===== config.mk =====
export PLATFORM = sky130hd
export DESIGN_NAME = ntm_content_based_addressing
export DESIGN_NICKNAME = d
export VERILOG_FILES = /design/src/verilog/ntm_pkg.sv /design/src/verilog/ntm_score_if.sv /design/src/verilog/ntm_content_based_addressing.sv /design/src/verilog/ntm_cosine_similarity.sv /design/src/verilog/ntm_divider.sv /design/src/verilog/ntm_integer_sqrt.sv /design/src/verilog/ntm_vector_exponentiator.sv /design/src/verilog/ntm_vector_softmax.sv
export SDC_FILE = /design/constraint.sdc
export NUM_CORES = 2
export LEC_CHECK = 0
export ABC_CLOCK_PERIOD_IN_PS = 8400
export BUFFER_PORTS_ARGS = -buffer_cell sky130_fd_sc_hd__buf_2
export CAP_MARGIN = 20
export CORE_UTILIZATION = 60
export DETAILED_ROUTE_END_ITERATION = 8
export PLACE_DENSITY_LB_ADDON = 0.1
export SLEW_MARGIN = 20
export SYNTH_ARGS = -nofsm -noshare
export SYNTH_HDL_FRONTEND = slang
export SYNTH_SLANG_ARGS = --single-unit

===== constraint.sdc =====
create_clock -name CLK -period 8.4 [get_ports CLK]
set_input_delay 0.42 -clock CLK [delete_from_list [all_inputs] [get_ports CLK]]
set_output_delay 0.42 -clock CLK [all_outputs]
set_load 0.05 [all_outputs]

===== src/verilog/ntm_pkg.sv =====
//////////////////////////////
// Shared widths, fixed-point constants and element types of the
// content-based addressing unit. Stage modules import it.
//////////////////////////////
`default_nettype none

package ntm_pkg;

  // Key and memory elements, signed integers
  localparam int ELEM_WIDTH = 8;
  typedef logic signed [ELEM_WIDTH-1:0] elem_t;

  // Dot product and squared norm accumulators
  localparam int DOT_WIDTH = 24;

  // Cosine in signed Q1.8
  localparam int COS_WIDTH = 10;
  typedef logic signed [COS_WIDTH-1:0] cos_t;
  // Clamp limit, 1.0 in Q1.8
  localparam int COS_ONE = 256;

  // Key strength, unsigned Q4.4
  localparam int BETA_WIDTH = 8;
  typedef logic [BETA_WIDTH-1:0] beta_t;

  // Base-2 exponent result
  localparam int EXP_WIDTH = 42;
  typedef logic [EXP_WIDTH-1:0] exp_t;
  // Shift bias, keeps n + bias non-negative
  localparam int EXP_OFFSET = 16;

  // Output weight, 16 fraction bits
  localparam int PROB_WIDTH = 17;
  typedef logic [PROB_WIDTH-1:0] prob_t;

endpackage

`default_nettype wire


===== src/verilog/ntm_score_if.sv =====
//////////////////////////////
// Indexed score stream between pipeline stages.
// One enable strobe per row, last marks the final row.
//////////////////////////////
`timescale 1ns/1ns
`default_nettype none

interface ntm_score_if #(
  parameter int WIDTH     = 10,
  parameter int IDX_WIDTH = 3
);

  // Payload, valid while enable is high
  logic [WIDTH-1:0]     score;
  logic [IDX_WIDTH-1:0] index;
  logic                 last;

  // Single-cycle strobe, no back-pressure
  logic                 enable;

  modport source (output score, output enable, output index, output last);
  modport sink   (input score, input enable, input index, input last);

endinterface

`default_nettype wire


===== src/verilog/ntm_content_based_addressing.sv =====
//////////////////////////////
// Content-based addressing for an NTM memory,
// c[i] = softmax(beta * cos(k, M[i])), exact integer math.
// Strobe start with sizes and beta, then key, then rows;
// weights come out on c_out_enable, ready after the last one.
//////////////////////////////
`timescale 1ns/1ns
`default_nettype none

module ntm_content_based_addressing #(
  parameter int I_MAX = 8,
  parameter int J_MAX = 16
) (
  input  wire                       CLK,
  input  wire                       RST,
  input  wire                       start,
  input  wire [$clog2(I_MAX+1)-1:0] size_i,
  input  wire [$clog2(J_MAX+1)-1:0] size_j,
  input  wire ntm_pkg::beta_t       beta,
  input  wire ntm_pkg::elem_t       k_in,
  input  wire                       k_in_enable,
  input  wire ntm_pkg::elem_t       m_in,
  input  wire                       m_in_enable,
  output ntm_pkg::prob_t            c_out,
  output logic                      c_out_enable,
  output logic                      ready
);

  import ntm_pkg::*;

  localparam int AW = $clog2(I_MAX);

  logic                       busy;
  logic                       run_start;
  logic                       sm_done;
  logic [$clog2(I_MAX+1)-1:0] size_i_r;
  logic [$clog2(J_MAX+1)-1:0] size_j_r;
  beta_t                      beta_r;

  ntm_score_if #(.WIDTH(COS_WIDTH), .IDX_WIDTH(AW)) cos_if ();
  ntm_score_if #(.WIDTH(EXP_WIDTH), .IDX_WIDTH(AW)) exp_if ();

  //////////////////////////////
  // Run controller
  //////////////////////////////

  // Start while busy is dropped
  assign run_start = start && !busy;

  always_ff @(posedge CLK or posedge RST) begin
    if (RST) begin
      busy  <= 1'b0;
      ready <= 1'b0;
    end else begin
      ready <= sm_done;
      if (run_start)
        busy <= 1'b1;
      else if (sm_done)
        busy <= 1'b0;
    end
  end

  // Sizes and beta held for the whole run
  always_ff @(posedge CLK) begin
    if (run_start) begin
      size_i_r <= size_i;
      size_j_r <= size_j;
      beta_r   <= beta;
    end
  end

  //////////////////////////////
  // Stages
  //////////////////////////////

  ntm_cosine_similarity #(.I_MAX(I_MAX), .J_MAX(J_MAX)) u_cosine (
    .CLK         (CLK),
    .RST         (RST),
    .start       (run_start),
    .size_i      (size_i_r),
    .size_j      (size_j_r),
    .k_in        (k_in),
    .k_in_enable (k_in_enable),
    .m_in        (m_in),
    .m_in_enable (m_in_enable),
    .cos_out     (cos_if)
  );

  ntm_vector_exponentiator #(.IDX_WIDTH(AW)) u_exp (
    .CLK     (CLK),
    .RST     (RST),
    .beta    (beta_r),
    .cos_in  (cos_if),
    .exp_out (exp_if)
  );

  ntm_vector_softmax #(.I_MAX(I_MAX)) u_softmax (
    .CLK          (CLK),
    .RST          (RST),
    .exp_in       (exp_if),
    .c_out        (c_out),
    .c_out_enable (c_out_enable),
    .done         (sm_done)
  );

endmodule

`default_nettype wire


===== src/verilog/ntm_cosine_similarity.sv =====
//////////////////////////////
// Cosine of the key against each memory row, Q1.8, clamped.
// Key first, then rows row-major; finished rows wait in a queue
// while a serial engine does sqrt and divide per row.
//////////////////////////////
`timescale 1ns/1ns
`default_nettype none

module ntm_cosine_similarity #(
  parameter int I_MAX = 8,
  parameter int J_MAX = 16
) (
  input  wire                       CLK,
  input  wire                       RST,
  input  wire                       start,
  input  wire [$clog2(I_MAX+1)-1:0] size_i,
  input  wire [$clog2(J_MAX+1)-1:0] size_j,
  input  wire ntm_pkg::elem_t       k_in,
  input  wire                       k_in_enable,
  input  wire ntm_pkg::elem_t       m_in,
  input  wire                       m_in_enable,
  ntm_score_if.source               cos_out
);

  import ntm_pkg::*;

  localparam int IW   = $clog2(I_MAX + 1);
  localparam int JW   = $clog2(J_MAX + 1);
  localparam int AW   = $clog2(I_MAX);
  localparam int KAW  = $clog2(J_MAX);
  localparam int RTW  = DOT_WIDTH / 2;
  localparam int DIVW = DOT_WIDTH + 8;

  typedef enum logic [1:0] {E_IDLE, E_SQRT, E_DIV} eng_state_t;

  // Key store
  elem_t                          k_mem [J_MAX];
  logic [JW-1:0]                  k_cnt;
  logic [DOT_WIDTH-1:0]           k_sq;
  logic signed [2*ELEM_WIDTH-1:0] k_term;

  // Row accumulators
  logic [JW-1:0]                  j_cnt;
  logic signed [DOT_WIDTH-1:0]    dot_acc;
  logic [DOT_WIDTH-1:0]           m_sq;
  logic signed [2*ELEM_WIDTH-1:0] dot_term;
  logic signed [2*ELEM_WIDTH-1:0] m_term;
  logic                           row_end;

  // Row queue, slot = row index
  logic signed [DOT_WIDTH-1:0]    q_dot [I_MAX];
  logic [DOT_WIDTH-1:0]           q_sq  [I_MAX];
  logic [IW-1:0]                  wr_cnt;
  logic [IW-1:0]                  rd_cnt;
  logic signed [DOT_WIDTH-1:0]    q_head;
  logic                           pending;

  // Engine
  eng_state_t                     state;
  logic                           neg;
  logic [DOT_WIDTH-1:0]           mag;
  logic                           sqrt_start;
  logic                           k_root_done;
  logic                           m_root_done;
  logic [RTW-1:0]                 k_root;
  logic [RTW-1:0]                 m_root;
  logic [DOT_WIDTH-1:0]           root_prod;
  logic                           div_start;
  logic                           div_done;
  logic [DIVW-1:0]                quo;
  logic [COS_WIDTH-1:0]           cos_mag;

  //////////////////////////////
  // Input side
  //////////////////////////////

  assign k_term   = k_in * k_in;
  assign m_term   = m_in * m_in;
  assign dot_term = k_mem[j_cnt[KAW-1:0]] * m_in;
  assign row_end  = m_in_enable && (j_cnt == size_j - 1'b1);

  // Element and row counters
  always_ff @(posedge CLK or posedge RST) begin
    if (RST) begin
      k_cnt  <= '0;
      j_cnt  <= '0;
      wr_cnt <= '0;
    end else if (start) begin
      k_cnt  <= '0;
      j_cnt  <= '0;
      wr_cnt <= '0;
    end else begin
      if (k_in_enable)
        k_cnt <= k_cnt + 1'b1;
      if (row_end) begin
        j_cnt  <= '0;
        wr_cnt <= wr_cnt + 1'b1;
      end else if (m_in_enable) begin
        j_cnt <= j_cnt + 1'b1;
      end
    end
  end

  // Key norm, dot product, row norm
  always_ff @(posedge CLK) begin
    if (start) begin
      k_sq    <= '0;
      dot_acc <= '0;
      m_sq    <= '0;
    end else begin
      if (k_in_enable) begin
        k_mem[k_cnt[KAW-1:0]] <= k_in;
        k_sq <= k_sq + DOT_WIDTH'(k_term);
      end
      if (row_end) begin
        // Push finished row, restart sums
        q_dot[wr_cnt[AW-1:0]] <= dot_acc + dot_term;
        q_sq[wr_cnt[AW-1:0]]  <= m_sq + DOT_WIDTH'(m_term);
        dot_acc <= '0;
        m_sq    <= '0;
      end else if (m_in_enable) begin
        dot_acc <= dot_acc + dot_term;
        m_sq    <= m_sq + DOT_WIDTH'(m_term);
      end
    end
  end

  //////////////////////////////
  // Engine
  //////////////////////////////

  assign q_head     = q_dot[rd_cnt[AW-1:0]];
  assign pending    = rd_cnt != wr_cnt;
  assign sqrt_start = (state == E_IDLE) && pending;
  assign div_start  = (state == E_SQRT) && k_root_done && m_root_done;
  assign root_prod  = k_root * m_root;
  // Floor roots can push the ratio above one
  assign cos_mag    = (quo > DIVW'(COS_ONE)) ? COS_WIDTH'(COS_ONE) : quo[COS_WIDTH-1:0];

  always_ff @(posedge CLK or posedge RST) begin
    if (RST) begin
      state          <= E_IDLE;
      rd_cnt         <= '0;
      cos_out.enable <= 1'b0;
    end else begin
      cos_out.enable <= 1'b0;
      case (state)
        E_IDLE: if (pending) state <= E_SQRT;
        E_SQRT: if (div_start) state <= E_DIV;
        E_DIV: begin
          if (div_done) begin
            state          <= E_IDLE;
            rd_cnt         <= rd_cnt + 1'b1;
            cos_out.enable <= 1'b1;
          end
        end
        default: state <= E_IDLE;
      endcase
      if (start)
        rd_cnt <= '0;
    end
  end

  // Divide magnitude, sign applied after
  always_ff @(posedge CLK) begin
    if (sqrt_start) begin
      neg <= q_head < 0;
      mag <= (q_head < 0) ? DOT_WIDTH'(-q_head) : DOT_WIDTH'(q_head);
    end
    if (div_done) begin
      cos_out.score <= neg ? -cos_mag : cos_mag;
      cos_out.index <= rd_cnt[AW-1:0];
      cos_out.last  <= rd_cnt == size_i - 1'b1;
    end
  end

  ntm_integer_sqrt #(.WIDTH(DOT_WIDTH)) u_k_sqrt (
    .CLK      (CLK),
    .RST      (RST),
    .start    (sqrt_start),
    .radicand (k_sq),
    .root     (k_root),
    .done     (k_root_done)
  );

  ntm_integer_sqrt #(.WIDTH(DOT_WIDTH)) u_m_sqrt (
    .CLK      (CLK),
    .RST      (RST),
    .start    (sqrt_start),
    .radicand (q_sq[rd_cnt[AW-1:0]]),
    .root     (m_root),
    .done     (m_root_done)
  );

  // Zero norm gives zero divisor, hence zero cosine
  ntm_divider #(.WIDTH(DIVW)) u_div (
    .CLK      (CLK),
    .RST      (RST),
    .start    (div_start),
    .dividend ({mag, 8'b0}),
    .divisor  (DIVW'(root_prod)),
    .quotient (quo),
    .done     (div_done)
  );

endmodule

`default_nettype wire


===== src/verilog/ntm_divider.sv =====
//////////////////////////////
// Serial restoring unsigned divider, one quotient bit per cycle.
// Pulse start with the operands, done comes WIDTH+1 cycles later.
// Zero divisor returns a zero quotient.
//////////////////////////////
`timescale 1ns/1ns
`default_nettype none

module ntm_divider #(
  parameter int WIDTH = 32
) (
  input  wire               CLK,
  input  wire               RST,
  input  wire               start,
  input  wire [WIDTH-1:0]   dividend,
  input  wire [WIDTH-1:0]   divisor,
  output logic [WIDTH-1:0]  quotient,
  output logic              done
);

  localparam int CW = $clog2(WIDTH + 1);

  logic [WIDTH-1:0] rem;
  logic [WIDTH-1:0] quo;
  logic [WIDTH-1:0] div_r;
  logic [WIDTH:0]   trial;
  logic             fits;
  logic [CW-1:0]    cnt;
  logic             busy;

  // Partial remainder with next dividend bit shifted in
  assign trial = {rem, quo[WIDTH-1]};
  assign fits  = trial >= {1'b0, div_r};

  // Iteration counter
  always_ff @(posedge CLK or posedge RST) begin
    if (RST) begin
      busy <= 1'b0;
      cnt  <= '0;
      done <= 1'b0;
    end else begin
      done <= 1'b0;
      if (start) begin
        busy <= 1'b1;
        cnt  <= CW'(WIDTH);
      end else if (busy) begin
        if (cnt != '0) begin
          cnt <= cnt - 1'b1;
        end else begin
          busy <= 1'b0;
          done <= 1'b1;
        end
      end
    end
  end

  // Datapath
  always_ff @(posedge CLK) begin
    if (start) begin
      rem   <= '0;
      quo   <= dividend;
      div_r <= divisor;
    end else if (busy && cnt != '0) begin
      // Subtract only when it fits, quotient bit enters from the right
      rem <= fits ? WIDTH'(trial - {1'b0, div_r}) : trial[WIDTH-1:0];
      quo <= {quo[WIDTH-2:0], fits};
    end else if (busy) begin
      quotient <= (div_r == '0) ? '0 : quo;
    end
  end

endmodule

`default_nettype wire


===== src/verilog/ntm_integer_sqrt.sv =====
//////////////////////////////
// Serial floor square root, two radicand bits per cycle.
// Pulse start with the radicand, done comes WIDTH/2+1 cycles later.
//////////////////////////////
`timescale 1ns/1ns
`default_nettype none

module ntm_integer_sqrt #(
  parameter int WIDTH = 24
) (
  input  wire                 CLK,
  input  wire                 RST,
  input  wire                 start,
  input  wire [WIDTH-1:0]     radicand,
  output logic [WIDTH/2-1:0]  root,
  output logic                done
);

  localparam int RW = WIDTH / 2;
  localparam int CW = $clog2(RW + 1);

  logic [WIDTH-1:0] rad;
  logic [RW+1:0]    rem;
  logic [RW-1:0]    acc;
  logic [RW+1:0]    pair;
  logic [RW+1:0]    trial;
  logic             fits;
  logic [CW-1:0]    cnt;
  logic             busy;

  // Remainder times four plus next bit pair, against 4*root+1
  assign pair  = {rem[RW-1:0], rad[WIDTH-1 -: 2]};
  assign trial = {acc, 2'b01};
  assign fits  = pair >= trial;

  always_ff @(posedge CLK or posedge RST) begin
    if (RST) begin
      busy <= 1'b0;
      cnt  <= '0;
      done <= 1'b0;
    end else begin
      done <= 1'b0;
      if (start) begin
        busy <= 1'b1;
        cnt  <= CW'(RW);
      end else if (busy) begin
        if (cnt != '0) begin
          cnt <= cnt - 1'b1;
        end else begin
          busy <= 1'b0;
          done <= 1'b1;
        end
      end
    end
  end

  // One root digit per step
  always_ff @(posedge CLK) begin
    if (start) begin
      rad <= radicand;
      rem <= '0;
      acc <= '0;
    end else if (busy && cnt != '0) begin
      rad <= rad << 2;
      rem <= fits ? pair - trial : pair;
      acc <= {acc[RW-2:0], fits};
    end else if (busy) begin
      root <= acc;
    end
  end

endmodule

`default_nettype wire


===== src/verilog/ntm_vector_exponentiator.sv =====
//////////////////////////////
// Scales each cosine by beta and forms the base-2 exponent
// (256 + f) << (n + 16). Fixed two-cycle latency.
//////////////////////////////
`timescale 1ns/1ns
`default_nettype none

module ntm_vector_exponentiator #(
  parameter int IDX_WIDTH = 3
) (
  input  wire             CLK,
  input  wire             RST,
  input  wire ntm_pkg::beta_t beta,
  ntm_score_if.sink       cos_in,
  ntm_score_if.source     exp_out
);

  import ntm_pkg::*;

  localparam int PW = COS_WIDTH + BETA_WIDTH + 1;
  localparam int XW = PW - 4;

  cos_t                  cos_val;
  logic signed [PW-1:0]  prod;
  logic signed [XW-1:0]  x_r;
  logic signed [XW-9:0]  n_int;
  logic [7:0]            frac;
  logic [5:0]            shamt;
  logic                  s1_en;
  logic                  s1_last;
  logic [IDX_WIDTH-1:0]  s1_index;

  // Q1.8 times Q4.4, beta kept non-negative
  assign cos_val = cos_t'(cos_in.score);
  assign prod    = cos_val * $signed({1'b0, beta});

  // Integer and fraction parts of x
  assign n_int = x_r[XW-1:8];
  assign frac  = x_r[7:0];
  assign shamt = 6'(n_int + EXP_OFFSET);

  // Stage valids
  always_ff @(posedge CLK or posedge RST) begin
    if (RST) begin
      s1_en          <= 1'b0;
      exp_out.enable <= 1'b0;
    end else begin
      s1_en          <= cos_in.enable;
      exp_out.enable <= s1_en;
    end
  end

  always_ff @(posedge CLK) begin
    // Stage 1, drop four fraction bits
    x_r      <= XW'(prod >>> 4);
    s1_index <= cos_in.index;
    s1_last  <= cos_in.last;
    // Stage 2, {1, f} is 256 + f
    exp_out.score <= EXP_WIDTH'({1'b1, frac}) << shamt;
    exp_out.index <= s1_index;
    exp_out.last  <= s1_last;
  end

endmodule

`default_nettype wire


===== src/verilog/ntm_vector_softmax.sv =====
//////////////////////////////
// Buffers exponents and sums them; after last, divides each
// entry (shifted by 16) by the sum in index order.
// done pulses together with the final weight.
//////////////////////////////
`timescale 1ns/1ns
`default_nettype none

module ntm_vector_softmax #(
  parameter int I_MAX = 8
) (
  input  wire             CLK,
  input  wire             RST,
  ntm_score_if.sink       exp_in,
  output ntm_pkg::prob_t  c_out,
  output logic            c_out_enable,
  output logic            done
);

  import ntm_pkg::*;

  localparam int AW   = $clog2(I_MAX);
  localparam int SUMW = EXP_WIDTH + AW;
  localparam int DIVW = SUMW + 16;

  typedef enum logic [1:0] {S_COLLECT, S_START, S_WAIT} sm_state_t;

  sm_state_t        state;
  exp_t             e_mem [I_MAX];
  logic [SUMW-1:0]  sum;
  logic [AW-1:0]    rd_idx;
  logic [AW-1:0]    last_idx;
  logic             div_start;
  logic             div_done;
  logic [DIVW-1:0]  quo;

  assign div_start = state == S_START;

  // Exponent buffer
  always_ff @(posedge CLK) begin
    if (exp_in.enable)
      e_mem[exp_in.index] <= exp_in.score;
  end

  //////////////////////////////
  // Sum, then one division per row
  //////////////////////////////
  always_ff @(posedge CLK or posedge RST) begin
    if (RST) begin
      state        <= S_COLLECT;
      sum          <= '0;
      rd_idx       <= '0;
      last_idx     <= '0;
      c_out_enable <= 1'b0;
      done         <= 1'b0;
    end else begin
      c_out_enable <= 1'b0;
      done         <= 1'b0;
      case (state)
        S_COLLECT: begin
          if (exp_in.enable) begin
            sum <= sum + SUMW'(exp_in.score);
            if (exp_in.last) begin
              last_idx <= exp_in.index;
              rd_idx   <= '0;
              state    <= S_START;
            end
          end
        end
        S_START: state <= S_WAIT;
        S_WAIT: begin
          if (div_done) begin
            c_out_enable <= 1'b1;
            if (rd_idx == last_idx) begin
              // Run complete, clear sum for the next one
              done  <= 1'b1;
              sum   <= '0;
              state <= S_COLLECT;
            end else begin
              rd_idx <= rd_idx + 1'b1;
              state  <= S_START;
            end
          end
        end
        default: state <= S_COLLECT;
      endcase
    end
  end

  // Weight never exceeds 1.0, fits 17 bits
  always_ff @(posedge CLK) begin
    if (div_done)
      c_out <= quo[PROB_WIDTH-1:0];
  end

  ntm_divider #(.WIDTH(DIVW)) u_div (
    .CLK      (CLK),
    .RST      (RST),
    .start    (div_start),
    .dividend (DIVW'({e_mem[rd_idx], 16'b0})),
    .divisor  (DIVW'(sum)),
    .quotient (quo),
    .done     (div_done)
  );

endmodule

`default_nettype wire

==> run metrics <==
Root Buffer Master=clkbuf_16; fin crit share=88.0%; delay-heaviest family, CP=adder cells; IO Pins=57; sequential share of the synthesized area=roughly half; fin nets=7851; FF-to-FF path depth=25; first-pass GRT wire length=289000 um; Yosys Warn Count=0; Multi-input gate area=0.0376 sq mm; cts hold-fix bufs=19; Placement Rows=137; Crit Reg-Reg Startpoint=u_cosine.j_cnt[0]; Hold Crit Class=in -> reg; Mapped Area=~0.085 sq mm; Max Cap Viol=0; WHS=between 100 and 150 ps; CP Max Fanout=40; unique cell type count in the Yosys netlist=85; placed wire-length estimate=121000 um; worst skew pair latency=820 ps; P&R area growth vs syn=9.05%; aggregate routed wire length=180000 um; Cells after Synth=7039; remaining routing DRC violations=0; GRT overflow=0; most common cell after layout, fill and taps aside=edfxtp_1; buffers added on ports=56; Fin. Hold Viols=0; Finish-stage setup viols=0; worst setup path startpoint=u_cosine.j_cnt[0]; vias in the first global route=53328; Worst-Margin Slew=1060 ps; ANT nets after route=0; post-CTS sizing=0; WP depth=25; main flop type after synthesis=edfxtp_1; Synthesized Nets=about 8000; vias per cell=roughly 5.8; 1st-pass router iterations=7; filler cell count=10416; CP max stage cell=fa_1; Worst R2R End=u_cosine.dot_acc[22]; CP Buf/Inv Count=3; layout cell share with drive strength beyond 1=9.32%; largest net degree at the start of global routing=between 100 and 150; Yosys reg bits=1588; postcts setup bufs=0; Rel. slew slack=29.1%; unrepaired setup endpoints after global routing=no; Crit path required time=9100 ps; Reg area=~0.044 sq mm; initial cell density of the core=60.8%; final core utilization=66.3%; Core ar.=0.140 sq mm; Final Critical Period=7390 ps; htree depth=4; most used cell, CP=fa_1; worst clock skew=about 71 ps; clk sinks=1588; Max clock buf depth=3; Final Max Tran Viols=0; Worst EP arrival=between 8000 and 9000 ps; drt initial violations=3968; Die H=379 um; Die Wd=379 um; reg-to-reg slack, setup=between 1000 and 1500 ps; total CTS buffers=161; Routability Congestion=0.875; die area=between 0.1 and 0.15 sq mm; CTS tree=done; critical path type=reg -> reg; Syn Area/Cell=12.1 sq um; wire per inst=19.8 um; DR vias=52393; asr flop ratio synth=6.74%; initial antenna violation count=5; clock-pin slew on the worst setup and hold paths=70 ps; Setup TNS=0 ps; fmax=135 MHz; commonest cells after routing, fill and taps aside=edfxtp_1, nand2_1, inv_1, ha_1, nor2_1; CP Capture Type=register; crit path to=u_cosine.dot_acc[22]; EDFF count, synth=1177; outcome=completed; critical path startpoint category=register; Worst path max stage delay=560 ps; gr usage total=25.8%
==> cell type report <==
cell class	instances	area share, %
antenna	1	0.00269
clock buffer	201	4.59
clock inverter	102	1.17
inverter	657	2.66
multi-input combinational	4494	40.5
sequential	1588	47.5
tap	1876	2.53
timing repair buffer	143	1.07
==> worst min-delay path by stage <==
stage | from | endpoint | slack [ps] | cells after the start
after floorplan | u_exp.s1_index[0] | u_exp.exp_out.index[0] | 310 | 0
after global placement | u_exp.s1_index[0] | u_exp.exp_out.index[0] | 310 | 0
after detailed placement | u_exp.s1_index[0] | u_exp.exp_out.index[0] | 310 | 0
after CTS | k_in[6] | u_cosine.k_mem[6][6] | 70 | 1
after global routing | k_in[6] | u_cosine.k_mem[15][6] | 110 | 1
final | k_in[3] | u_cosine.k_mem[15][3] | 120 | 1
==> metrics by stage <==
step | instances | area [sq um] | worst slack [ps]
after floorplan | 7039 | 85200 | 768
after global placement | 8738 | 87400 | 1230
after detailed placement | 8739 | 87400 | 1130
after CTS | 9061 | 92900 | 1070
after global routing | 9061 | 92900 | 419
final | 9062 | 92900 | 1010
==> registers in the layout (all words and copies together) (netlist names), 32 cells and up <==
name / flops
u_cosine.k_mem: 128
u_cosine.u_div.quo: 32
u_softmax.u_div.quo: 61
u_cosine.q_sq: 192
u_softmax.e_mem: 336
u_exp.exp_out.score: 42
u_cosine.u_div.rem: 32
u_softmax.sum: 45
u_cosine.q_dot: 192
u_softmax.u_div.div_r: 45
u_cosine.u_div.quotient: 32
u_softmax.u_div.rem: 61
==> Yosys cell counts (all sizes together) (23+ instances only) <==
cell type,instances,share of area [%]
nor2b,101,0.74
o21a,28,0.26
fa,354,8.3
a21oi,327,1.9
a21o,100,0.88
nand3,103,0.60
nand4,42,0.31
a311oi,23,0.27
mux4,197,5.2
nand2b,51,0.37
o211ai,28,0.25
nor4,40,0.29
nor2,391,1.7
ha,414,6.1
nand2,762,3.4
xor2,114,1.2
dfrtp,107,3.1
and3,33,0.24
a31oi,35,0.26
a211oi,76,0.68
nor3,91,0.55
o21bai,33,0.29
and2,178,1.3
buf,65,0.37
dfxtp,304,7.1
mux2i,208,2.4
xnor2,237,2.4
clkbuf,235,1.0
inv,655,2.9
o21ai,293,1.7
o22ai,25,0.18
edfxtp,1177,41
==> cells by family (layout without fill, tap and decap cells) <==
family	after synthesis	count (layout)	share of synthesized area, %
other cells	0	1	0
flops	1588	1588	51.8
buf+inv	957	1103	4.30
simple gates	1871	1871	10.2
compound gates	1081	1081	7.87
fa+ha+maj	768	768	14.4
xor+xnor	351	351	3.61
mux	423	423	7.89
==> per-layer routing <==
metal	global-route usage (%)	up-vias	share of wire [%]
li1	-	24878	-
met1	33.9	26068	43
met2	44.6	1158	50
met3	3.11	289	3.9
met4	8.10	0	2.9
met5	0	-	0
Power is left out: the tool's default activity adds up to more than one toggle a clock period on the data nets, which glitch-free logic cannot reach.
